==> config.mk <==
export PLATFORM = sky130hd
export DESIGN_NAME = lpi_mem_top
export DESIGN_NICKNAME = d
export VERILOG_FILES = /design/src/source/lpi_pkg.sv /design/src/source/lpi_rsp_fifo.sv /design/src/source/axi_lpi_bridge.sv /design/src/source/lpi_dispatch.sv /design/src/source/lpi_mem_bank.sv /design/src/source/lpi_collect.sv /design/src/source/lpi_mem_top.sv
export SDC_FILE = /design/constraint.sdc
export NUM_CORES = 2
export LEC_CHECK = 0
export BUFFER_PORTS_ARGS = -buffer_cell sky130_fd_sc_hd__buf_2
export CAP_MARGIN = 20
export CORE_MARGIN = 2
export CORE_UTILIZATION = 55
export DETAILED_ROUTE_END_ITERATION = 12
export PLACE_DENSITY = 0.84
export SYNTH_ARGS = -nofsm -noshare
export SYNTH_HDL_FRONTEND = slang
export SYNTH_SLANG_ARGS = --single-unit
==> constraint.sdc <==
create_clock -name clk -period 3.95 [get_ports clk]
set_input_delay 0.79 -clock clk [delete_from_list [all_inputs] [get_ports clk]]
set_output_delay 0.79 -clock clk [all_outputs]
set_load 0.01 [all_outputs]
==> src/source/lpi_pkg.sv <==
// LPI memory subsystem package
// Widths, bank geometry, response codes and the channel structs that
// are shared by the AXI bridge and the banked memory behind it

`default_nettype none

package lpi_pkg;

  // *********************************************************************
  // Widths and geometry
  // *********************************************************************
  localparam int ADDR_W     = 16;
  localparam int DATA_W     = 32;
  localparam int STRB_W     = 4;
  localparam int ID_W       = 4;
  localparam int NUM_BANK   = 4;
  localparam int BANK_WORDS = 16;
  localparam int MEM_BYTES  = 256;
  localparam int FIFO_DEPTH = 3;

  localparam int BANK_SEL_W = $clog2(NUM_BANK);
  localparam int WORD_IDX_W = $clog2(BANK_WORDS);
  // Counter wide enough to hold 0..FIFO_DEPTH
  localparam int FIFO_CNT_W = $clog2(FIFO_DEPTH + 1);

  typedef logic [ADDR_W-1:0]     addr_t;
  typedef logic [DATA_W-1:0]     data_t;
  typedef logic [STRB_W-1:0]     strb_t;
  typedef logic [ID_W-1:0]       axi_id_t;
  typedef logic [1:0]            resp_t;
  typedef logic [BANK_SEL_W-1:0] bank_sel_t;
  typedef logic [WORD_IDX_W-1:0] word_idx_t;

  localparam resp_t RESP_OKAY   = 2'd0;
  localparam resp_t RESP_SLVERR = 2'd2;

  // *********************************************************************
  // AXI channel payloads
  // *********************************************************************
  typedef struct packed {axi_id_t id; addr_t addr;} axi_ar_t;
  typedef struct packed {axi_id_t id; addr_t addr;} axi_aw_t;
  typedef struct packed {data_t data; strb_t strb;} axi_w_t;
  typedef struct packed {axi_id_t id; data_t data; resp_t resp;} axi_r_t;
  typedef struct packed {axi_id_t id; resp_t resp;} axi_b_t;

  // Request and response packets
  typedef struct packed {
    axi_id_t id;
    logic    write;
    addr_t   addr;
    strb_t   strb;
    data_t   wdata;
  } lpi_req_t;

  typedef struct packed {
    logic    write;
    axi_id_t id;
    resp_t   resp;
    data_t   data;
  } lpi_rsp_t;

  // Last winner of the read/write arbiter
  typedef enum logic {GRANT_READ, GRANT_WRITE} grant_t;

endpackage

`default_nettype wire

==> src/source/lpi_rsp_fifo.sv <==
// LPI response FIFO
// Small circular buffer for response packets. The head entry is
// presented directly and the number of free slots is reported for
// credit tracking.

`timescale 1ns/1ps
`default_nettype none

module lpi_rsp_fifo import lpi_pkg::*; (
  input  wire logic              clk,
  input  wire logic              rst_n,
  input  wire logic              push,
  input  wire lpi_rsp_t          push_data,
  input  wire logic              pop,
  output lpi_rsp_t               head,
  output logic                   not_empty,
  output logic [FIFO_CNT_W-1:0]  free_slots
);

  lpi_rsp_t              entries [FIFO_DEPTH];
  logic [FIFO_CNT_W-1:0] wr_ptr;
  logic [FIFO_CNT_W-1:0] rd_ptr;
  logic [FIFO_CNT_W-1:0] count;
  logic                  do_pop;

  assign do_pop     = pop & not_empty;
  assign not_empty  = count != '0;
  assign free_slots = FIFO_CNT_W'(FIFO_DEPTH) - count;
  assign head       = entries[rd_ptr];

  always_ff @(posedge clk) begin
    if (push) begin
      entries[wr_ptr] <= push_data;
    end
  end

  // Pointers wrap at FIFO_DEPTH, which need not be a power of two
  always_ff @(posedge clk or negedge rst_n) begin
    if (!rst_n) begin
      wr_ptr <= '0;
      rd_ptr <= '0;
      count  <= '0;
    end else begin
      if (push) begin
        wr_ptr <= (wr_ptr == FIFO_CNT_W'(FIFO_DEPTH - 1)) ? '0 : wr_ptr + 1'b1;
      end
      if (do_pop) begin
        rd_ptr <= (rd_ptr == FIFO_CNT_W'(FIFO_DEPTH - 1)) ? '0 : rd_ptr + 1'b1;
      end
      count <= count + FIFO_CNT_W'(push) - FIFO_CNT_W'(do_pop);
    end
  end

endmodule

`default_nettype wire

==> src/source/axi_lpi_bridge.sv <==
// AXI to LPI bridge
// Arbitrates AR against joined AW/W, packs the winner into one request
// packet and routes returning responses from a small FIFO onto R or B.
// Requests are only issued while the FIFO has room for every response
// still in flight.

`timescale 1ns/1ps
`default_nettype none

module axi_lpi_bridge import lpi_pkg::*; (
  input  wire logic     clk,
  input  wire logic     rst_n,
  input  wire logic     ar_valid,
  input  wire axi_ar_t  ar,
  output logic          ar_ready,
  input  wire logic     aw_valid,
  input  wire axi_aw_t  aw,
  output logic          aw_ready,
  input  wire logic     w_valid,
  input  wire axi_w_t   w,
  output logic          w_ready,
  output logic          r_valid,
  output axi_r_t        r,
  input  wire logic     r_ready,
  output logic          b_valid,
  output axi_b_t        b,
  input  wire logic     b_ready,
  output logic          req_valid,
  output lpi_req_t      req,
  input  wire logic     rsp_valid,
  input  wire lpi_rsp_t rsp
);

  grant_t                last_grant;
  logic [FIFO_CNT_W-1:0] inflight;
  logic [FIFO_CNT_W-1:0] free_slots;
  logic                  can_issue;
  logic                  wr_pend;
  logic                  rd_win;
  logic                  fifo_pop;
  logic                  fifo_not_empty;
  lpi_rsp_t              head;

  // *********************************************************************
  // Arbitration and request packing
  // *********************************************************************
  assign can_issue = free_slots > inflight;
  assign wr_pend   = aw_valid & w_valid;
  // Read wins unless a write is pending and read won last time
  assign rd_win    = ar_valid & (~wr_pend | (last_grant == GRANT_WRITE));

  assign ar_ready  = can_issue & (~wr_pend | (last_grant == GRANT_WRITE));
  assign aw_ready  = can_issue & wr_pend & ~rd_win;
  assign w_ready   = aw_ready;
  assign req_valid = can_issue & (rd_win | wr_pend);

  assign req.id    = rd_win ? ar.id : aw.id;
  assign req.write = ~rd_win;
  assign req.addr  = rd_win ? ar.addr : aw.addr;
  assign req.strb  = w.strb;
  assign req.wdata = w.data;

  always_ff @(posedge clk or negedge rst_n) begin
    if (!rst_n) begin
      // Read side goes first after reset
      last_grant <= GRANT_WRITE;
    end else if (req_valid) begin
      last_grant <= rd_win ? GRANT_READ : GRANT_WRITE;
    end
  end

  // Responses owed by the dispatcher, banks and collector
  always_ff @(posedge clk or negedge rst_n) begin
    if (!rst_n) begin
      inflight <= '0;
    end else if (req_valid && !rsp_valid) begin
      inflight <= inflight + 1'b1;
    end else if (!req_valid && rsp_valid) begin
      inflight <= inflight - 1'b1;
    end
  end

  // *********************************************************************
  // Response buffering and routing
  // *********************************************************************
  lpi_rsp_fifo rsp_fifo0 (
    .clk        (clk),
    .rst_n      (rst_n),
    .push       (rsp_valid),
    .push_data  (rsp),
    .pop        (fifo_pop),
    .head       (head),
    .not_empty  (fifo_not_empty),
    .free_slots (free_slots)
  );

  assign r_valid  = fifo_not_empty & ~head.write;
  assign b_valid  = fifo_not_empty & head.write;
  assign fifo_pop = (r_valid & r_ready) | (b_valid & b_ready);

  assign r.id   = head.id;
  assign r.data = head.data;
  assign r.resp = head.resp;
  assign b.id   = head.id;
  assign b.resp = head.resp;

endmodule

`default_nettype wire

==> src/source/lpi_dispatch.sv <==
// LPI request dispatcher
// Decodes the bank from the request address and raises the strobe of
// that bank. Requests beyond the memory range get a registered SLVERR
// response instead.

`timescale 1ns/1ps
`default_nettype none

module lpi_dispatch import lpi_pkg::*; (
  input  wire logic          clk,
  input  wire logic          rst_n,
  input  wire logic          req_valid,
  input  wire lpi_req_t      req,
  output logic [NUM_BANK-1:0] bank_valid,
  output lpi_req_t           bank_req,
  output logic               err_valid,
  output lpi_rsp_t           err_rsp
);

  bank_sel_t bank_sel;
  logic      in_range;

  // Banks are interleaved on word address bits
  assign bank_sel = req.addr[2 +: BANK_SEL_W];
  assign in_range = 32'(req.addr) < MEM_BYTES;
  assign bank_req = req;

  always_comb begin
    for (int i = 0; i < NUM_BANK; i++) begin
      bank_valid[i] = req_valid & in_range & (bank_sel == bank_sel_t'(i));
    end
  end

  always_ff @(posedge clk or negedge rst_n) begin
    if (!rst_n) begin
      err_valid <= 1'b0;
    end else begin
      err_valid <= req_valid & ~in_range;
    end
  end

  always_ff @(posedge clk) begin
    err_rsp.write <= req.write;
    err_rsp.id    <= req.id;
    err_rsp.resp  <= RESP_SLVERR;
    err_rsp.data  <= '0;
  end

endmodule

`default_nettype wire

==> src/source/lpi_mem_bank.sv <==
// LPI memory bank
// Word-addressed storage with byte-strobe writes. Every request gets
// an OKAY response one cycle later with the id echoed.

`timescale 1ns/1ps
`default_nettype none

module lpi_mem_bank import lpi_pkg::*; (
  input  wire logic     clk,
  input  wire logic     rst_n,
  input  wire logic     bank_valid,
  input  wire lpi_req_t bank_req,
  output logic          rsp_valid,
  output lpi_rsp_t      rsp
);

  data_t     mem [BANK_WORDS];
  word_idx_t word_idx;

  // Word index sits above the bank select bits
  assign word_idx = bank_req.addr[2 + BANK_SEL_W +: WORD_IDX_W];

  always_ff @(posedge clk) begin
    if (bank_valid && bank_req.write) begin
      for (int i = 0; i < STRB_W; i++) begin
        if (bank_req.strb[i]) begin
          mem[word_idx][8*i +: 8] <= bank_req.wdata[8*i +: 8];
        end
      end
    end
  end

  always_ff @(posedge clk or negedge rst_n) begin
    if (!rst_n) begin
      rsp_valid <= 1'b0;
    end else begin
      rsp_valid <= bank_valid;
    end
  end

  // Writes return zero data
  always_ff @(posedge clk) begin
    if (bank_valid) begin
      rsp.write <= bank_req.write;
      rsp.id    <= bank_req.id;
      rsp.resp  <= RESP_OKAY;
      rsp.data  <= bank_req.write ? '0 : mem[word_idx];
    end
  end

endmodule

`default_nettype wire

==> src/source/lpi_collect.sv <==
// LPI response collector
// Merges the bank responses and the error response into one registered
// stream. At most one source is active in a cycle.

`timescale 1ns/1ps
`default_nettype none

module lpi_collect import lpi_pkg::*; (
  input  wire logic                clk,
  input  wire logic                rst_n,
  input  wire logic [NUM_BANK-1:0] bank_rsp_valid,
  input  wire lpi_rsp_t            bank_rsp [NUM_BANK],
  input  wire logic                err_valid,
  input  wire lpi_rsp_t            err_rsp,
  output logic                     rsp_valid,
  output lpi_rsp_t                 rsp
);

  lpi_rsp_t sel_rsp;

  always_comb begin
    sel_rsp = err_rsp;
    for (int i = 0; i < NUM_BANK; i++) begin
      if (bank_rsp_valid[i]) begin
        sel_rsp = bank_rsp[i];
      end
    end
  end

  always_ff @(posedge clk or negedge rst_n) begin
    if (!rst_n) begin
      rsp_valid <= 1'b0;
    end else begin
      rsp_valid <= (|bank_rsp_valid) | err_valid;
    end
  end

  always_ff @(posedge clk) begin
    rsp <= sel_rsp;
  end

endmodule

`default_nettype wire

==> src/source/lpi_mem_top.sv <==
// Banked LPI memory behind an AXI slave port
// Joins the AXI bridge, the request dispatcher, the memory banks and
// the response collector

`timescale 1ns/1ps
`default_nettype none

module lpi_mem_top import lpi_pkg::*; (
  input  wire logic    clk,
  input  wire logic    rst_n,
  input  wire logic    ar_valid,
  input  wire axi_ar_t ar,
  output logic         ar_ready,
  input  wire logic    aw_valid,
  input  wire axi_aw_t aw,
  output logic         aw_ready,
  input  wire logic    w_valid,
  input  wire axi_w_t  w,
  output logic         w_ready,
  output logic         r_valid,
  output axi_r_t       r,
  input  wire logic    r_ready,
  output logic         b_valid,
  output axi_b_t       b,
  input  wire logic    b_ready
);

  logic                req_valid;
  lpi_req_t            req;
  logic                rsp_valid;
  lpi_rsp_t            rsp;
  logic [NUM_BANK-1:0] bank_valid;
  lpi_req_t            bank_req;
  logic                err_valid;
  lpi_rsp_t            err_rsp;
  logic [NUM_BANK-1:0] bank_rsp_valid;
  lpi_rsp_t            bank_rsp [NUM_BANK];

  axi_lpi_bridge bridge0 (
    .clk       (clk),
    .rst_n     (rst_n),
    .ar_valid  (ar_valid),
    .ar        (ar),
    .ar_ready  (ar_ready),
    .aw_valid  (aw_valid),
    .aw        (aw),
    .aw_ready  (aw_ready),
    .w_valid   (w_valid),
    .w         (w),
    .w_ready   (w_ready),
    .r_valid   (r_valid),
    .r         (r),
    .r_ready   (r_ready),
    .b_valid   (b_valid),
    .b         (b),
    .b_ready   (b_ready),
    .req_valid (req_valid),
    .req       (req),
    .rsp_valid (rsp_valid),
    .rsp       (rsp)
  );

  lpi_dispatch dispatch0 (
    .clk        (clk),
    .rst_n      (rst_n),
    .req_valid  (req_valid),
    .req        (req),
    .bank_valid (bank_valid),
    .bank_req   (bank_req),
    .err_valid  (err_valid),
    .err_rsp    (err_rsp)
  );

  // *********************************************************************
  // Memory banks
  // *********************************************************************
  for (genvar i = 0; i < NUM_BANK; i++) begin : g_bank
    lpi_mem_bank bank0 (
      .clk        (clk),
      .rst_n      (rst_n),
      .bank_valid (bank_valid[i]),
      .bank_req   (bank_req),
      .rsp_valid  (bank_rsp_valid[i]),
      .rsp        (bank_rsp[i])
    );
  end

  lpi_collect collect0 (
    .clk            (clk),
    .rst_n          (rst_n),
    .bank_rsp_valid (bank_rsp_valid),
    .bank_rsp       (bank_rsp),
    .err_valid      (err_valid),
    .err_rsp        (err_rsp),
    .rsp_valid      (rsp_valid),
    .rsp            (rsp)
  );

endmodule

`default_nettype wire

==> results.yml <==
timing:
  post-route-period-util: 0.974
  fmax_mhz: 260
  finalCriticalPeriod_ns: 3.85
  hold_viol: 0
  slew_violations: 0
  worst_slack_ns: 0.101
  relSlewSlack: 0.254
  finalSetupTns_ns: 0
  worst_pin_slew_ns: 1.12
  skew_ns: 0.0287
  rsz0062_at_grt: "false"
  setup_violations: 0
logic_synthesis:
  ys.warnings.count: 0
  synthesis.area_um2: 90500
  synth_top_area_cell: "edfxtp_1"
  ys.flop_type: "edfxtp_1"
  synth_top_area_frac: 0.766
  syn-instance-count: 5206
  avgSynthCellArea_um2: 17.4
  seq_area_frac_synth: 0.780
  synthArstFlopShare: 0.00633
  ys_seq_elements: 2368
  synth_edf_count: 2310
  synth_cell_types: 44
  ys_top_cells_by_area: "edfxtp_1 (77%), mux2i_1 (12%), o22ai_1 (3.5%)"
drt:
  drcViolationCount: 0
  finalWirelength_um: 227000
  wl_met1_um: 79300
  wl_per_cell_um: 28.7
  met3WireLength_um: 30900
  ant_nets: 0
  first_iter_violations: 7219
  vias: 50804
  first_pass_iters: 6
  via_per_inst: 6.41
  dr_wl_met2_um: 107000
  top_layer: "met5"
critical_path:
  worstPathRequired_ns: 4.53
  cp-end-kind: "register"
  startpoint_type: "register"
  r2r_cells: 10
  cp.arrival_ns: 4.42
  critPathKind: "reg2reg"
  reg2reg_from: "bridge0.last_grant$_DFFE_PN1P_"
  rrSetupSlack_ns: 0.10
  crit_path_max_fanout: 51
  worstReg2RegEnd: "g_bank[1].bank0.rsp[30]$_SDFFCE_PP0P_"
floorplanning:
  dieArea_um2: 168000
  die_y_um: 410
  rows: 148
  coreArea_um2: 163000
  start_util: 0.555
  die_w_um: 410
  io_pins: 132
clocking:
  cts_inserted_buffers: 212
  cts_max_level: 4
  clk_path_buf_depth: 3
  root_buffer: "clkbuf_16"
  post_cts_buffers: 0
  numClockSinks: 2368
  cts_tree: "yes"
  clk_latency_ns: 0.86
  clkTransAtPathRegs_ns: 0.06
layout:
  finalNonFillerCells: 7925
  syn2layout_area_growth_pct: 13.1
  nets: 5646
  final_core_util: 0.627
  fillers: 10310
  drive_above_1_share: 0.138
power:
  p_leak_nw: 34.9
  power_density_nw_per_um2: 527
  vdd_drop_max_mv: 0.625
  power_mw: 54.0
min_path:
  hold_path_class: "in2reg"
  min_to: "g_bank[0].bank0.mem[11][9]$_DFFE_PP_"
  hold_path_depth: 1
  hold_start: "w[13]"
grt:
  grt_pass1_wl_um: 326000
  grt_max_degree: 71
  grt_pass1_vias: 50394
  gr-usage-all-layers: 0.265
  overflow: 0
  antenna_found_initial: 20
place:
  place_ws_ns: 0.146
  io_buffers: 125
  post-place-cells: 7510
  place.detailed.hpwl_um: 134000
  gp_congestion: 0.895
run_status:
  outcome: "finished clean"
run:
  cap_violations: 0
[where the power goes]
group / internal [mW] / switching [mW] / total [mW]
combinational: 2.13 / 3.77 / 5.90
clock: 10.9 / 9.00 / 19.9
sequential: 27.9 / 0.232 / 28.2
total: 41.0 / 13.0 / 54.0
[cell families (layout without fill, tap and decap cells)]
kind of cell,after synthesis,count (layout),synth area share
compound gates,684,684,0.0463
buf+inv,332,863,0.0179
flops,2368,2368,0.780
fa+ha+maj,5,5,0.000691
xor+xnor,5,5,0.000484
other cells,1,14,0.0000414
simple gates,742,742,0.0363
mux,1069,1069,0.118
[per-layer routing]
| layer | GRT usage | vias up |
|---|---|---|
| met5 | 0 | - |
| met1 | 0.340 | 25098 |
| li1 | - | 21294 |
| met4 | 0.116 | 14 |
| met2 | 0.416 | 3748 |
| met3 | 0.0854 | 650 |
[state kept, by name, indices dropped and copies added (netlist names)]
signal	count
dispatch0.err_valid	1
bridge0.rsp_fifo0.count	2
bridge0.rsp_fifo0.rd_ptr	2
collect0.rsp	38
bridge0.rsp_fifo0.wr_ptr	2
bridge0.rsp_fifo0.entries	114
bridge0.last_grant	1
g_bank.bank0.mem	2048
g_bank.bank0.rsp	148
g_bank.bank0.rsp_valid	4
bridge0.inflight	2
dispatch0.err_rsp	5
collect0.rsp_valid	1
[how the worst max path moves through the flow]
stage,startpoint,endpoint,slack [ns],cells after the start
2_1_floorplan,ar_valid,g_bank[0].bank0.rsp[0]$_SDFFCE_PP0P_,0.02,8
3_3_place_gp,aw_valid,g_bank[1].bank0.rsp[28]$_SDFFCE_PP0P_,0.20,11
3_5_place_dp,aw_valid,g_bank[1].bank0.rsp[30]$_SDFFCE_PP0P_,0.15,11
4_1_cts,bridge0.last_grant$_DFFE_PN1P_,w_ready,0.09,5
5_1_grt,bridge0.last_grant$_DFFE_PN1P_,g_bank[1].bank0.rsp[30]$_SDFFCE_PP0P_,0.04,10
6_report,bridge0.last_grant$_DFFE_PN1P_,g_bank[1].bank0.rsp[30]$_SDFFCE_PP0P_,0.10,10
[per-stage QoR]
step | instance area [µm²] | hold WS [ns]
final | 102000 | 0.292
after CTS | 102000 | 0.253
after detailed placement | 95500 | 0.432
after global placement | 95500 | 0.421
after global routing | 102000 | 0.290
after floorplan | 90500 | 0.408
[critical path, stage by stage, from the launching register on]
cell,delay [ns]
dfstp_2,0.74
and3b_1,0.31
buf_4,0.24
o221ai_4,0.23
buf_12,0.23
buf_12,0.36
buf_4,0.33
mux2i_1,0.25
o22ai_1,0.17
nor4_1,0.55
nor2_1,0.08
[what timing repair did]
action                     4_1_cts  5_1_grt
hold endpoints to repair        14        0
hold buffers                     1        0
setup endpoints to repair        0        2
gates resized for setup          0        1
[placed cells by master, fill, tap and decap left out, drive strengths merged, types with 4 or more instances in the layout]
master / count
edfxtp: 2310
mux2i: 1067
o22ai: 512
buf: 461
nor2: 446
clkbuf: 265
nor4: 134
nand2: 111
clkinv: 97
o21ai: 77
a21oi: 49
dfxtp: 43
a22oi: 32
nand3: 20
inv: 20
bufinv: 15
dfrtp: 14
diode: 12
o211ai: 6
nor2b: 6
nand2b: 5
ha: 5
xnor2: 4
and2: 4
nand4: 4
clkinvlp: 4
[Yosys cell counts (2+ instances only)]
| cell type | number |
|---|---|
| dfrtp_1 | 14 |
| mux2_2 | 2 |
| buf_1 | 28 |
| o21ai_0 | 77 |
| o211ai_1 | 6 |
| buf_2 | 104 |
| clkbuf_1 | 140 |
| nor2_1 | 444 |
| o22ai_1 | 512 |
| buf_4 | 41 |
| a21oi_1 | 49 |
| edfxtp_1 | 2310 |
| nor3b_1 | 3 |
| and2_1 | 4 |
| nand2b_1 | 5 |
| dfxtp_1 | 43 |
| nand3_2 | 7 |
| nand3_1 | 12 |
| inv_1 | 7 |
| xnor2_1 | 4 |
| nand4b_1 | 2 |
| buf_6 | 12 |
| mux2i_1 | 1067 |
| nor2_2 | 2 |
| o211a_1 | 2 |
| ha_1 | 5 |
| nand4_1 | 4 |
| nand2_1 | 111 |
| nor4_1 | 134 |
| a21o_1 | 3 |
| nor2b_1 | 6 |
| nor3_1 | 3 |
| a22oi_1 | 32 |
[final cells by class]
type / instances / area [µm²] / area share
inverters: 7 / 28.8 / 0.000281
well taps: 2175 / 2720 / 0.0266
diodes: 12 / 30.0 / 0.000293
clock buffers: 265 / 5520 / 0.0540
flip-flops and latches: 2368 / 70600 / 0.690
repair buffers: 462 / 3920 / 0.0383
multi-input cells: 2507 / 18400 / 0.180
clock inverters: 129 / 1120 / 0.0110
Note: power is estimated with default switching activity, not from simulation.
